===== config.mk =====
export PLATFORM = sky130hd
export DESIGN_NAME = raster_timing
export DESIGN_NICKNAME = d
export VERILOG_FILES = /design/src/raster_timing.sv
export VERILOG_INCLUDE_DIRS = /design/src
export SDC_FILE = /design/constraint.sdc
export NUM_CORES = 1
export LEC_CHECK = 0
export BUFFER_PORTS_ARGS = -buffer_cell sky130_fd_sc_hd__buf_2
export CAP_MARGIN = 10
export CORE_AREA = 4 4 57 59
export CTS_BUF_LIST = sky130_fd_sc_hd__clkbuf_16
export CTS_CLUSTER_SIZE = 40
export DETAILED_ROUTE_END_ITERATION = 7
export DIE_AREA = 0 0 61 63
export GPL_TIMING_DRIVEN = 0
export PLACE_DENSITY = 0.56
export SYNTH_ARGS = -nofsm -noshare
export SYNTH_HDL_FRONTEND = slang
export SYNTH_SLANG_ARGS = --single-unit

===== constraint.sdc =====
create_clock -name pixel_clk -period 4.62 [get_ports pixel_clk]
set_clock_uncertainty 0.2 [all_clocks]
set_input_delay 0.231 -clock pixel_clk [delete_from_list [all_inputs] [get_ports pixel_clk]]
set_output_delay 0.231 -clock pixel_clk [all_outputs]
set_load 0.01 [all_outputs]

===== src/video_defines.svh =====
// Screen geometry, memory sizes and pipeline depth, included by the video RTL and its testbench
`ifndef VIDEO_DEFINES_SVH
`define VIDEO_DEFINES_SVH

// Horizontal raster, in pixel clocks
`define H_TOTAL      384
`define H_ACTIVE     256
`define HSYNC_START  304
`define HSYNC_END    336

// Vertical raster, in lines
`define V_TOTAL      264
`define V_START      16
`define V_END        240
`define VSYNC_START  248
`define VSYNC_END    251

// Counter value to RGB latency
`define PIPE_DEPTH   5

// Sprite list and sprite edge
`define N_SPRITES    16
`define SPR_SIZE     8

// Loader port and palette
`define WR_ADDR_W    14
`define WR_DATA_W    12
`define PAL_ENTRIES  512

`endif


===== src/raster_timing.sv =====
// Raster counters and sync/blank decode; instantiated once by video_top to pace both layers
`timescale 1ns/1ps
`include "video_defines.svh"

module raster_timing (
	input  logic                         pixel_clk,
	input  logic                         rst_i,
	output logic [$clog2(`H_TOTAL)-1:0]  hcount_o,
	output logic [$clog2(`V_TOTAL)-1:0]  vcount_o,
	output logic                         hblank_o,
	output logic                         vblank_o,
	output logic                         hsync_o,
	output logic                         vsync_o
);

	localparam int H_W = $clog2(`H_TOTAL);
	localparam int V_W = $clog2(`V_TOTAL);

	// ========================================
	// Counters
	// ========================================

	// End of line and end of frame
	logic h_last;
	logic v_last;

	assign h_last = (hcount_o == H_W'(`H_TOTAL - 1));
	assign v_last = (vcount_o == V_W'(`V_TOTAL - 1));

	always_ff @(posedge pixel_clk) begin
		if (rst_i) begin
			hcount_o <= '0;
			vcount_o <= '0;
		end else begin
			if (h_last) begin
				hcount_o <= '0;
				// Line advances only on the horizontal wrap
				if (v_last) begin
					vcount_o <= '0;
				end else begin
					vcount_o <= vcount_o + 1'b1;
				end
			end else begin
				hcount_o <= hcount_o + 1'b1;
			end
		end
	end

	// ========================================
	// Window decode
	// ========================================

	// Raw windows, aligned with the counters; the mixer delays them
	assign hblank_o = (hcount_o >= H_W'(`H_ACTIVE));
	assign vblank_o = (vcount_o < V_W'(`V_START)) || (vcount_o >= V_W'(`V_END));
	// Active high syncs
	assign hsync_o  = (hcount_o >= H_W'(`HSYNC_START)) && (hcount_o < H_W'(`HSYNC_END));
	assign vsync_o  = (vcount_o >= V_W'(`VSYNC_START)) && (vcount_o < V_W'(`VSYNC_END));

endmodule


==> results of run 1 <==
[cell type report]
type | instances | area, µm²
multi-input combinational | 78 | 524
fill | 288 | 1560
timing repair buffer | 24 | 125
buffer | 3 | 12.5
inverter | 5 | 18.8
clock buffer | 3 | 75.1
sequential | 18 | 360
tap | 31 | 38.8
[routing by layer]
metal  vias to the layer above  wire (µm)  track usage
li1                        412          -            -
met1                       357        887        0.139
met2                        23        829        0.166
met3                         3        137       0.0351
met4                         0         25       0.0325
met5                         -          0            0
[Yosys cell counts (2+ instances only)]
master,number,area share
sky130_fd_sc_hd__clkbuf_1,2,0.0082
sky130_fd_sc_hd__dfxtp_1,18,0.39
sky130_fd_sc_hd__nor3b_1,3,0.025
sky130_fd_sc_hd__nand3_1,4,0.022
sky130_fd_sc_hd__nand2_1,8,0.033
sky130_fd_sc_hd__xor2_1,3,0.029
sky130_fd_sc_hd__and4_1,2,0.019
sky130_fd_sc_hd__nand4_1,3,0.020
sky130_fd_sc_hd__ha_1,4,0.055
sky130_fd_sc_hd__nor4_1,4,0.027
sky130_fd_sc_hd__inv_1,5,0.020
sky130_fd_sc_hd__nor3_1,6,0.033
sky130_fd_sc_hd__xnor2_1,9,0.086
sky130_fd_sc_hd__nor2_1,15,0.061
sky130_fd_sc_hd__a21oi_1,5,0.027
[path summary, 6_finish.rpt]
kind,endpoint,slack (ns),cells past startpoint
max,vcount_o[8],2.63,5
min,vcount_o[1],0.33,2
max reg2reg,vcount_o[8],2.63,5
min reg2reg,vcount_o[1],0.33,2
[per-stage QoR]
stage               worst slack, ns  hold slack (ns)  utilization  std cells
floorplan                      2.68            0.107            -        104
global placement               2.63            0.253        0.395        158
detailed placement             2.62            0.258        0.395        158
CTS                            2.61            0.333        0.426        162
global route                   2.44            0.373        0.426        162
finish                         2.63            0.328        0.426        162
[power groups by stage]
stage	sequential [mW]	combinational, mW	clock [mW]
finish	0.161	0.0118	0.170
global route	0.162	0.0138	0.179
CTS	0.161	0.0122	0.174
detailed placement	0.164	0.0115	0
global placement	0.164	0.0113	0
floorplan	0.165	0.00593	0
[state kept, by name (all words and copies together) (netlist names)]
register,cells
vcount_o,9
hcount_o,9
[worst reg2reg max path, stage by stage (launching register included)]
cell,delay (ns)
sky130_fd_sc_hd__dfxtp_1,0.40
sky130_fd_sc_hd__ha_1,0.27
sky130_fd_sc_hd__nand4_4,0.16
sky130_fd_sc_hd__or2_4,0.29
sky130_fd_sc_hd__or4_1,0.46
sky130_fd_sc_hd__a21oi_1,0.14
[logic make-up after synthesis]
logic type | count (synthesis)
compound gates | 9
xor+xnor | 12
fa+ha+maj | 4
flops | 18
buf+inv | 8
simple gates | 53
==> flow_summary.json, run 1 <==
{
  "leading_cell_types_in_the_layout_fill_and_taps_excluded": "24 x sky130_fd_sc_hd__buf_2, 18 x sky130_fd_sc_hd__dfxtp_1, 15 x sky130_fd_sc_hd__nor2_1",
  "timing.max_slew.rel_slack": 0.702,
  "synthesis.area_um2": 916,
  "drc_errors": 0,
  "synthesis.yosys.warnings": 0,
  "crit_type": "register to register",
  "postRouteAntennaNets": 0,
  "worst_setup_path_end_kind": "register",
  "synthesis.instances": 104,
  "antennaDiodeCount": 0,
  "fraction_of_layout_instances_using_a_drive_strength_above_1": 0.244,
  "nNetsFinal": 139,
  "clock.fmax_mhz": 502,
  "status": "finished, final reports clean",
  "floorplan.initialDensity": 0.338,
  "floorplan.die.width_um": 61,
  "cts_repair_resize_count": 0,
  "routabilityCongestion": 0.755,
  "die_boundary_height_um": 63,
  "placed_cell_area_um2": 1070,
  "setup-violations-final": 0,
  "cp_cell_sequence": "ha_1, nand4_4, or2_4, or4_1, a21oi_1",
  "max_rail_drop_vdd_mv": 0.183,
  "sequentialPowerShare": 0.470,
  "synth.mux.area_fraction": 0,
  "finalCritPeriodShare": 0.431,
  "area.growth.synth_to_final_pct": 26.1,
  "power.share.clock": 0.496,
  "drt_first_iter_violations": 24,
  "post_drt_wl_per_cell_um": 11.6,
  "max_cap_violations": 0,
  "async_set_or_reset_register_ratio_after_synthesis": 0,
  "synth_enable_flop_cells": 0,
  "synth_top_family_by_area": "simple AND/OR/NAND/NOR gates",
  "finalMaxSlewViolations": 0,
  "worstPathBufferInverterCount": 0,
  "worstMarginPinSlew_ns": 0.447,
  "finish.instance_area_um2": 1150,
  "final.min_clock_period_ns": 1.99,
  "vias_per_cell": 4.91,
  "grt_antenna_before_repair": 0,
  "final_hold_viol_count": 0,
  "postCtsHoldBufs": 1,
  "netlist-cell-type-count": 28,
  "p_leak_nw": 0.503,
  "gr-usage-all-layers": 0.107,
  "boundaryPins": 24,
  "floorplan.die_area_um2": 3840,
  "avgSynthCellArea_um2": 8.81,
  "globalRoute.totalOverflow": 0,
  "drt_first_pass_iters": 4,
  "timing.critical_path.from": "hcount_o[0]",
  "critPathTopFamily": "simple AND/OR/NAND/NOR gates",
  "yosys_register_bits": 18,
  "synth.net_count": 110,
  "dp_hpwl_um": 1440,
  "cp_data_required_time_ns": 4.60,
  "p_sw_frac": 0.192,
  "floorplan.core_area_um2": 2710,
  "nature_of_the_critical_path_startpoint": "register",
  "numClockSinks": 18,
  "tritoncts.num_buffers": 3,
  "synth_compound_gate_area_share": 0.0628,
  "hold_path.class": "register to register",
  "port_buffers": 23,
  "cpMaxStageDelayCell": "sky130_fd_sc_hd__or4_1",
  "number_of_global_route_vias_before_repair": 718,
  "wire_length_of_the_first_global_routing_pass_um": 3170,
  "grt_setup_unrepaired": "no",
  "final_common_cell": "sky130_fd_sc_hd__buf_2",
  "synth_flop_cell": "sky130_fd_sc_hd__dfxtp_1",
  "yosys.area_share.adder": 0.0546,
  "synth_simple_gate_area_share": 0.340,
  "max_stage_delay_ns": 0.46,
  "clock-root-buffer": "sky130_fd_sc_hd__clkbuf_16",
  "dr_total_vias": 795,
  "p_per_area_nw_per_um2": 296,
  "share_of_the_yosys_chip_area_belonging_to_registers": 0.393,
  "cts-root-to-sink-buffers": 2,
  "insertion_delay_ns": 0.25,
  "row_count": 19,
  "critical_path_arrival_ns": 1.97,
  "tns_ns": 0,
  "post_detailed_routing_wire_length_um": 1880,
  "net_switching_mw": 0.0656,
  "cts_max_level": 1,
  "worst-path-max-fanout": 8,
  "cts_tree": "done",
  "power_frac_comb": 0.034,
  "clock_edge_transition_at_the_registers_on_the_reported_setup_and_hold_paths_ns": 0.05,
  "holdCritStartpoint": "vcount_o[1]",
  "total_power_mw": 0.342,
  "grt_max_degree": 11,
  "worstReg2RegStart": "hcount_o[0]",
  "postCtsSetupRepairBufs": 0,
  "cellInternalPower_mw": 0.277,
  "synthXorXnorAreaFrac": 0.115
}
Note: power is estimated with default switching activity, not from simulation.
==> run 2, diff against run 1 <==
- ABC_AREA: default -> 1
- CORE_AREA: 4 4 57 59 -> 4 4 60 62
- DIE_AREA: 0 0 61 63 -> 0 0 64 66
- PLACE_DENSITY: 0.56 -> 0.55
- clock period: 4.62 -> 1.9 ns (I/O delays scaled with it)
==> flow_summary.json, run 2 <==
{
  "status": "finished, final reports clean",
  "number_of_global_route_vias_before_repair": 859,
  "largestRegisters": "hcount_o: 9 flops, vcount_o: 9 flops",
  "globalRoute.totalOverflow": 0,
  "clock.fmax_mhz": 622,
  "synthesis.area_um2": 1020,
  "floorplan.die.width_um": 64,
  "worst-r2r-setup-slack_ns": 0.29,
  "synth_top_area_cell": "sky130_fd_sc_hd__dfxtp_1",
  "grt_antenna_before_repair": 0,
  "floorplan.initialDensity": 0.338,
  "final_common_cell": "sky130_fd_sc_hd__nand2_1",
  "vias_per_cell": 4.40,
  "postCtsSetupRepairBufs": 0,
  "insertion_delay_ns": 0.25,
  "p_per_area_nw_per_um2": 659,
  "grt_setup_unrepaired": "no",
  "cts_max_level": 1,
  "port_buffers": 23,
  "die_boundary_height_um": 66,
  "fraction_of_post_synthesis_cell_area_in_the_top_cell_type_by_area": 0.352,
  "nNetsFinal": 183,
  "netlist-cell-type-count": 25,
  "max_stage_delay_ns": 0.42,
  "num-fill-cells": 314,
  "async_set_or_reset_register_ratio_after_synthesis": 0,
  "synth.area.top_cells": "sky130_fd_sc_hd__dfxtp_1 35%, sky130_fd_sc_hd__nand2_1 11%, sky130_fd_sc_hd__nor2_1 8.1%",
  "drt_first_pass_iters": 4,
  "dp_hpwl_um": 1720,
  "timing.max_slew.rel_slack": 0.830,
  "busiest_layer": "met2",
  "yosys.area_share.adder": 0.0488,
  "finish.instance_area_um2": 1280,
  "tns_ns": 0,
  "synth.net_count": 154,
  "worstMarginPinSlew_ns": 0.253,
  "yosys_register_bits": 18,
  "synthXorXnorAreaFrac": 0.0171,
  "worstReg2RegStart": "hcount_o[0]",
  "clock_edge_transition_at_the_registers_on_the_reported_setup_and_hold_paths_ns": 0.06,
  "nature_of_the_critical_path_startpoint": "register",
  "area.growth.synth_to_final_pct": 25.3,
  "grt_max_degree": 11,
  "p_leak_nw": 0.564,
  "tritoncts.num_buffers": 3,
  "floorplan.core_area_um2": 3030,
  "routabilityCongestion": 0.819,
  "synthesis.instances": 148,
  "critical-path-top-cell-by-count": "sky130_fd_sc_hd__nand2_1",
  "globalRouteMet2Util": 0.175,
  "rr_endpoint": "vcount_o[8]",
  "max_cap_violations": 0,
  "antennaDiodeCount": 0,
  "synth_flop_cell": "sky130_fd_sc_hd__dfxtp_1",
  "groute.layer.met1.usage": 0.165,
  "worst-path-max-fanout": 6,
  "r2r_cells": 8,
  "yosysMostFrequentCell": "sky130_fd_sc_hd__nand2_1",
  "post_drt_wl_per_cell_um": 10.2,
  "grtUsageMet3": 0.0204,
  "yosys-top-cells-count": "31 x sky130_fd_sc_hd__nand2_1, 22 x sky130_fd_sc_hd__nor2_1, 21 x sky130_fd_sc_hd__inv_1",
  "synth_compound_gate_area_share": 0.0623,
  "hold_path.class": "register to register",
  "wire_length_of_the_first_global_routing_pass_um": 3920,
  "synth_enable_flop_cells": 0,
  "cpMaxStageDelayCell": "sky130_fd_sc_hd__dfxtp_1",
  "critical_path_arrival_ns": 1.31,
  "cp_cell_sequence": "nand2_1, nor2_1, nand2_1, nor4_1, buf_2",
  "fraction_of_layout_instances_using_a_drive_strength_above_1": 0.233,
  "final.min_clock_period_ns": 1.61,
  "crit_type": "register to primary output",
  "postCtsHoldBufs": 1,
  "cts_repair_resize_count": 0,
  "timing.hold.worst_path_depth": 1,
  "setup-violations-final": 0,
  "floorplan.die_area_um2": 4220,
  "max_rail_drop_vdd_mv": 0.341,
  "numClockSinks": 18,
  "avgSynthCellArea_um2": 6.92,
  "holdCritStartpoint": "hcount_o[0]",
  "placed_cell_area_um2": 1190,
  "dr_total_vias": 969,
  "synthesis.yosys.warnings": 0,
  "synth_simple_gate_area_share": 0.422,
  "worst_setup_path_end_kind": "primary output",
  "cts-root-to-sink-buffers": 2,
  "row_count": 20,
  "clock-root-buffer": "sky130_fd_sc_hd__clkbuf_16",
  "cp_data_required_time_ns": 1.60,
  "synth.mux.area_fraction": 0,
  "cts_tree": "done",
  "finalCritPeriodShare": 0.846,
  "drc_errors": 0,
  "post_detailed_routing_wire_length_um": 2250,
  "final_hold_viol_count": 0,
  "drt_first_iter_violations": 54,
  "boundaryPins": 24,
  "postRouteAntennaNets": 0,
  "synth_top_family_by_area": "simple AND/OR/NAND/NOR gates",
  "leading_cell_types_in_the_layout_fill_and_taps_excluded": "31 x sky130_fd_sc_hd__nand2_1, 23 x sky130_fd_sc_hd__buf_2, 22 x sky130_fd_sc_hd__nor2_1",
  "finalMaxSlewViolations": 0,
  "share_of_the_yosys_chip_area_belonging_to_registers": 0.352,
  "holdPathEnd": "hcount_o[0]",
  "gr-usage-all-layers": 0.119
}
run 2: critical path, delay by kind of cell, from the launching register on:
family                 cells  cell delay (ns)
flip-flops                 1             0.42
AND/OR/NAND/NOR            4             0.47
buffers and inverters      1             0.18
run 2: cells by family after synthesis:
logic type | Yosys count
AO/OA/AOI/OAI | 12
XOR/XNOR | 2
adder cells (fa/ha/maj) | 4
buffers and inverters | 24
flip-flops | 18
AND/OR/NAND/NOR | 88
run 2: worst max path at each step:
stage | depth (start not counted) | slack [ns] | endpoint | start
after global placement | 8 | 0.31 | vcount_o[8] | hcount_o[0]
final | 5 | 0.29 | vsync_o | vcount_o[4]
after floorplan | 8 | 0.40 | vcount_o[8] | hcount_o[0]
after global routing | 5 | 0.18 | vsync_o | vcount_o[4]
after CTS | 8 | 0.29 | vcount_o[8] | hcount_o[0]
after detailed placement | 8 | 0.30 | vcount_o[8] | hcount_o[0]
run 2: final cells by class:
class,instances,area (µm²),area share
inverters,22,85.1,0.0663
clock inverters,1,3.75,0.00292
multi-input cells,106,564,0.440
well taps,44,55.1,0.0429
plain buffers,2,15.0,0.0117
repair buffers,24,125,0.0975
clock buffers,3,75.1,0.0585
flip-flops and latches,18,360,0.281
run 2: metrics by stage:
step                      std cells  setup WS (ns)   util  hold slack [ns]  power, mW
after floorplan                 148          0.399      -          -0.0335      0.418
after global placement          215          0.309  0.395            0.109      0.430
after detailed placement        215          0.300  0.395            0.111      0.430
after CTS                       220          0.286  0.424            0.301      0.858
after global routing            220          0.181  0.424            0.318      0.883
final                           220          0.293  0.424            0.287      0.846
run 2: power by group:
part / internal (mW) / switching (mW) / leakage (nW)
Clock: 0.280 / 0.143 / 0.0385
Sequential: 0.383 / 0.00588 / 0.146
Combinational: 0.0134 / 0.0208 / 0.380
run 2: metal layers:
metal | share of wire | routed length [µm]
met1 | 0.51 | 1150
met5 | 0 | 0
met2 | 0.45 | 1000
met4 | 0.012 | 27
met3 | 0.030 | 68
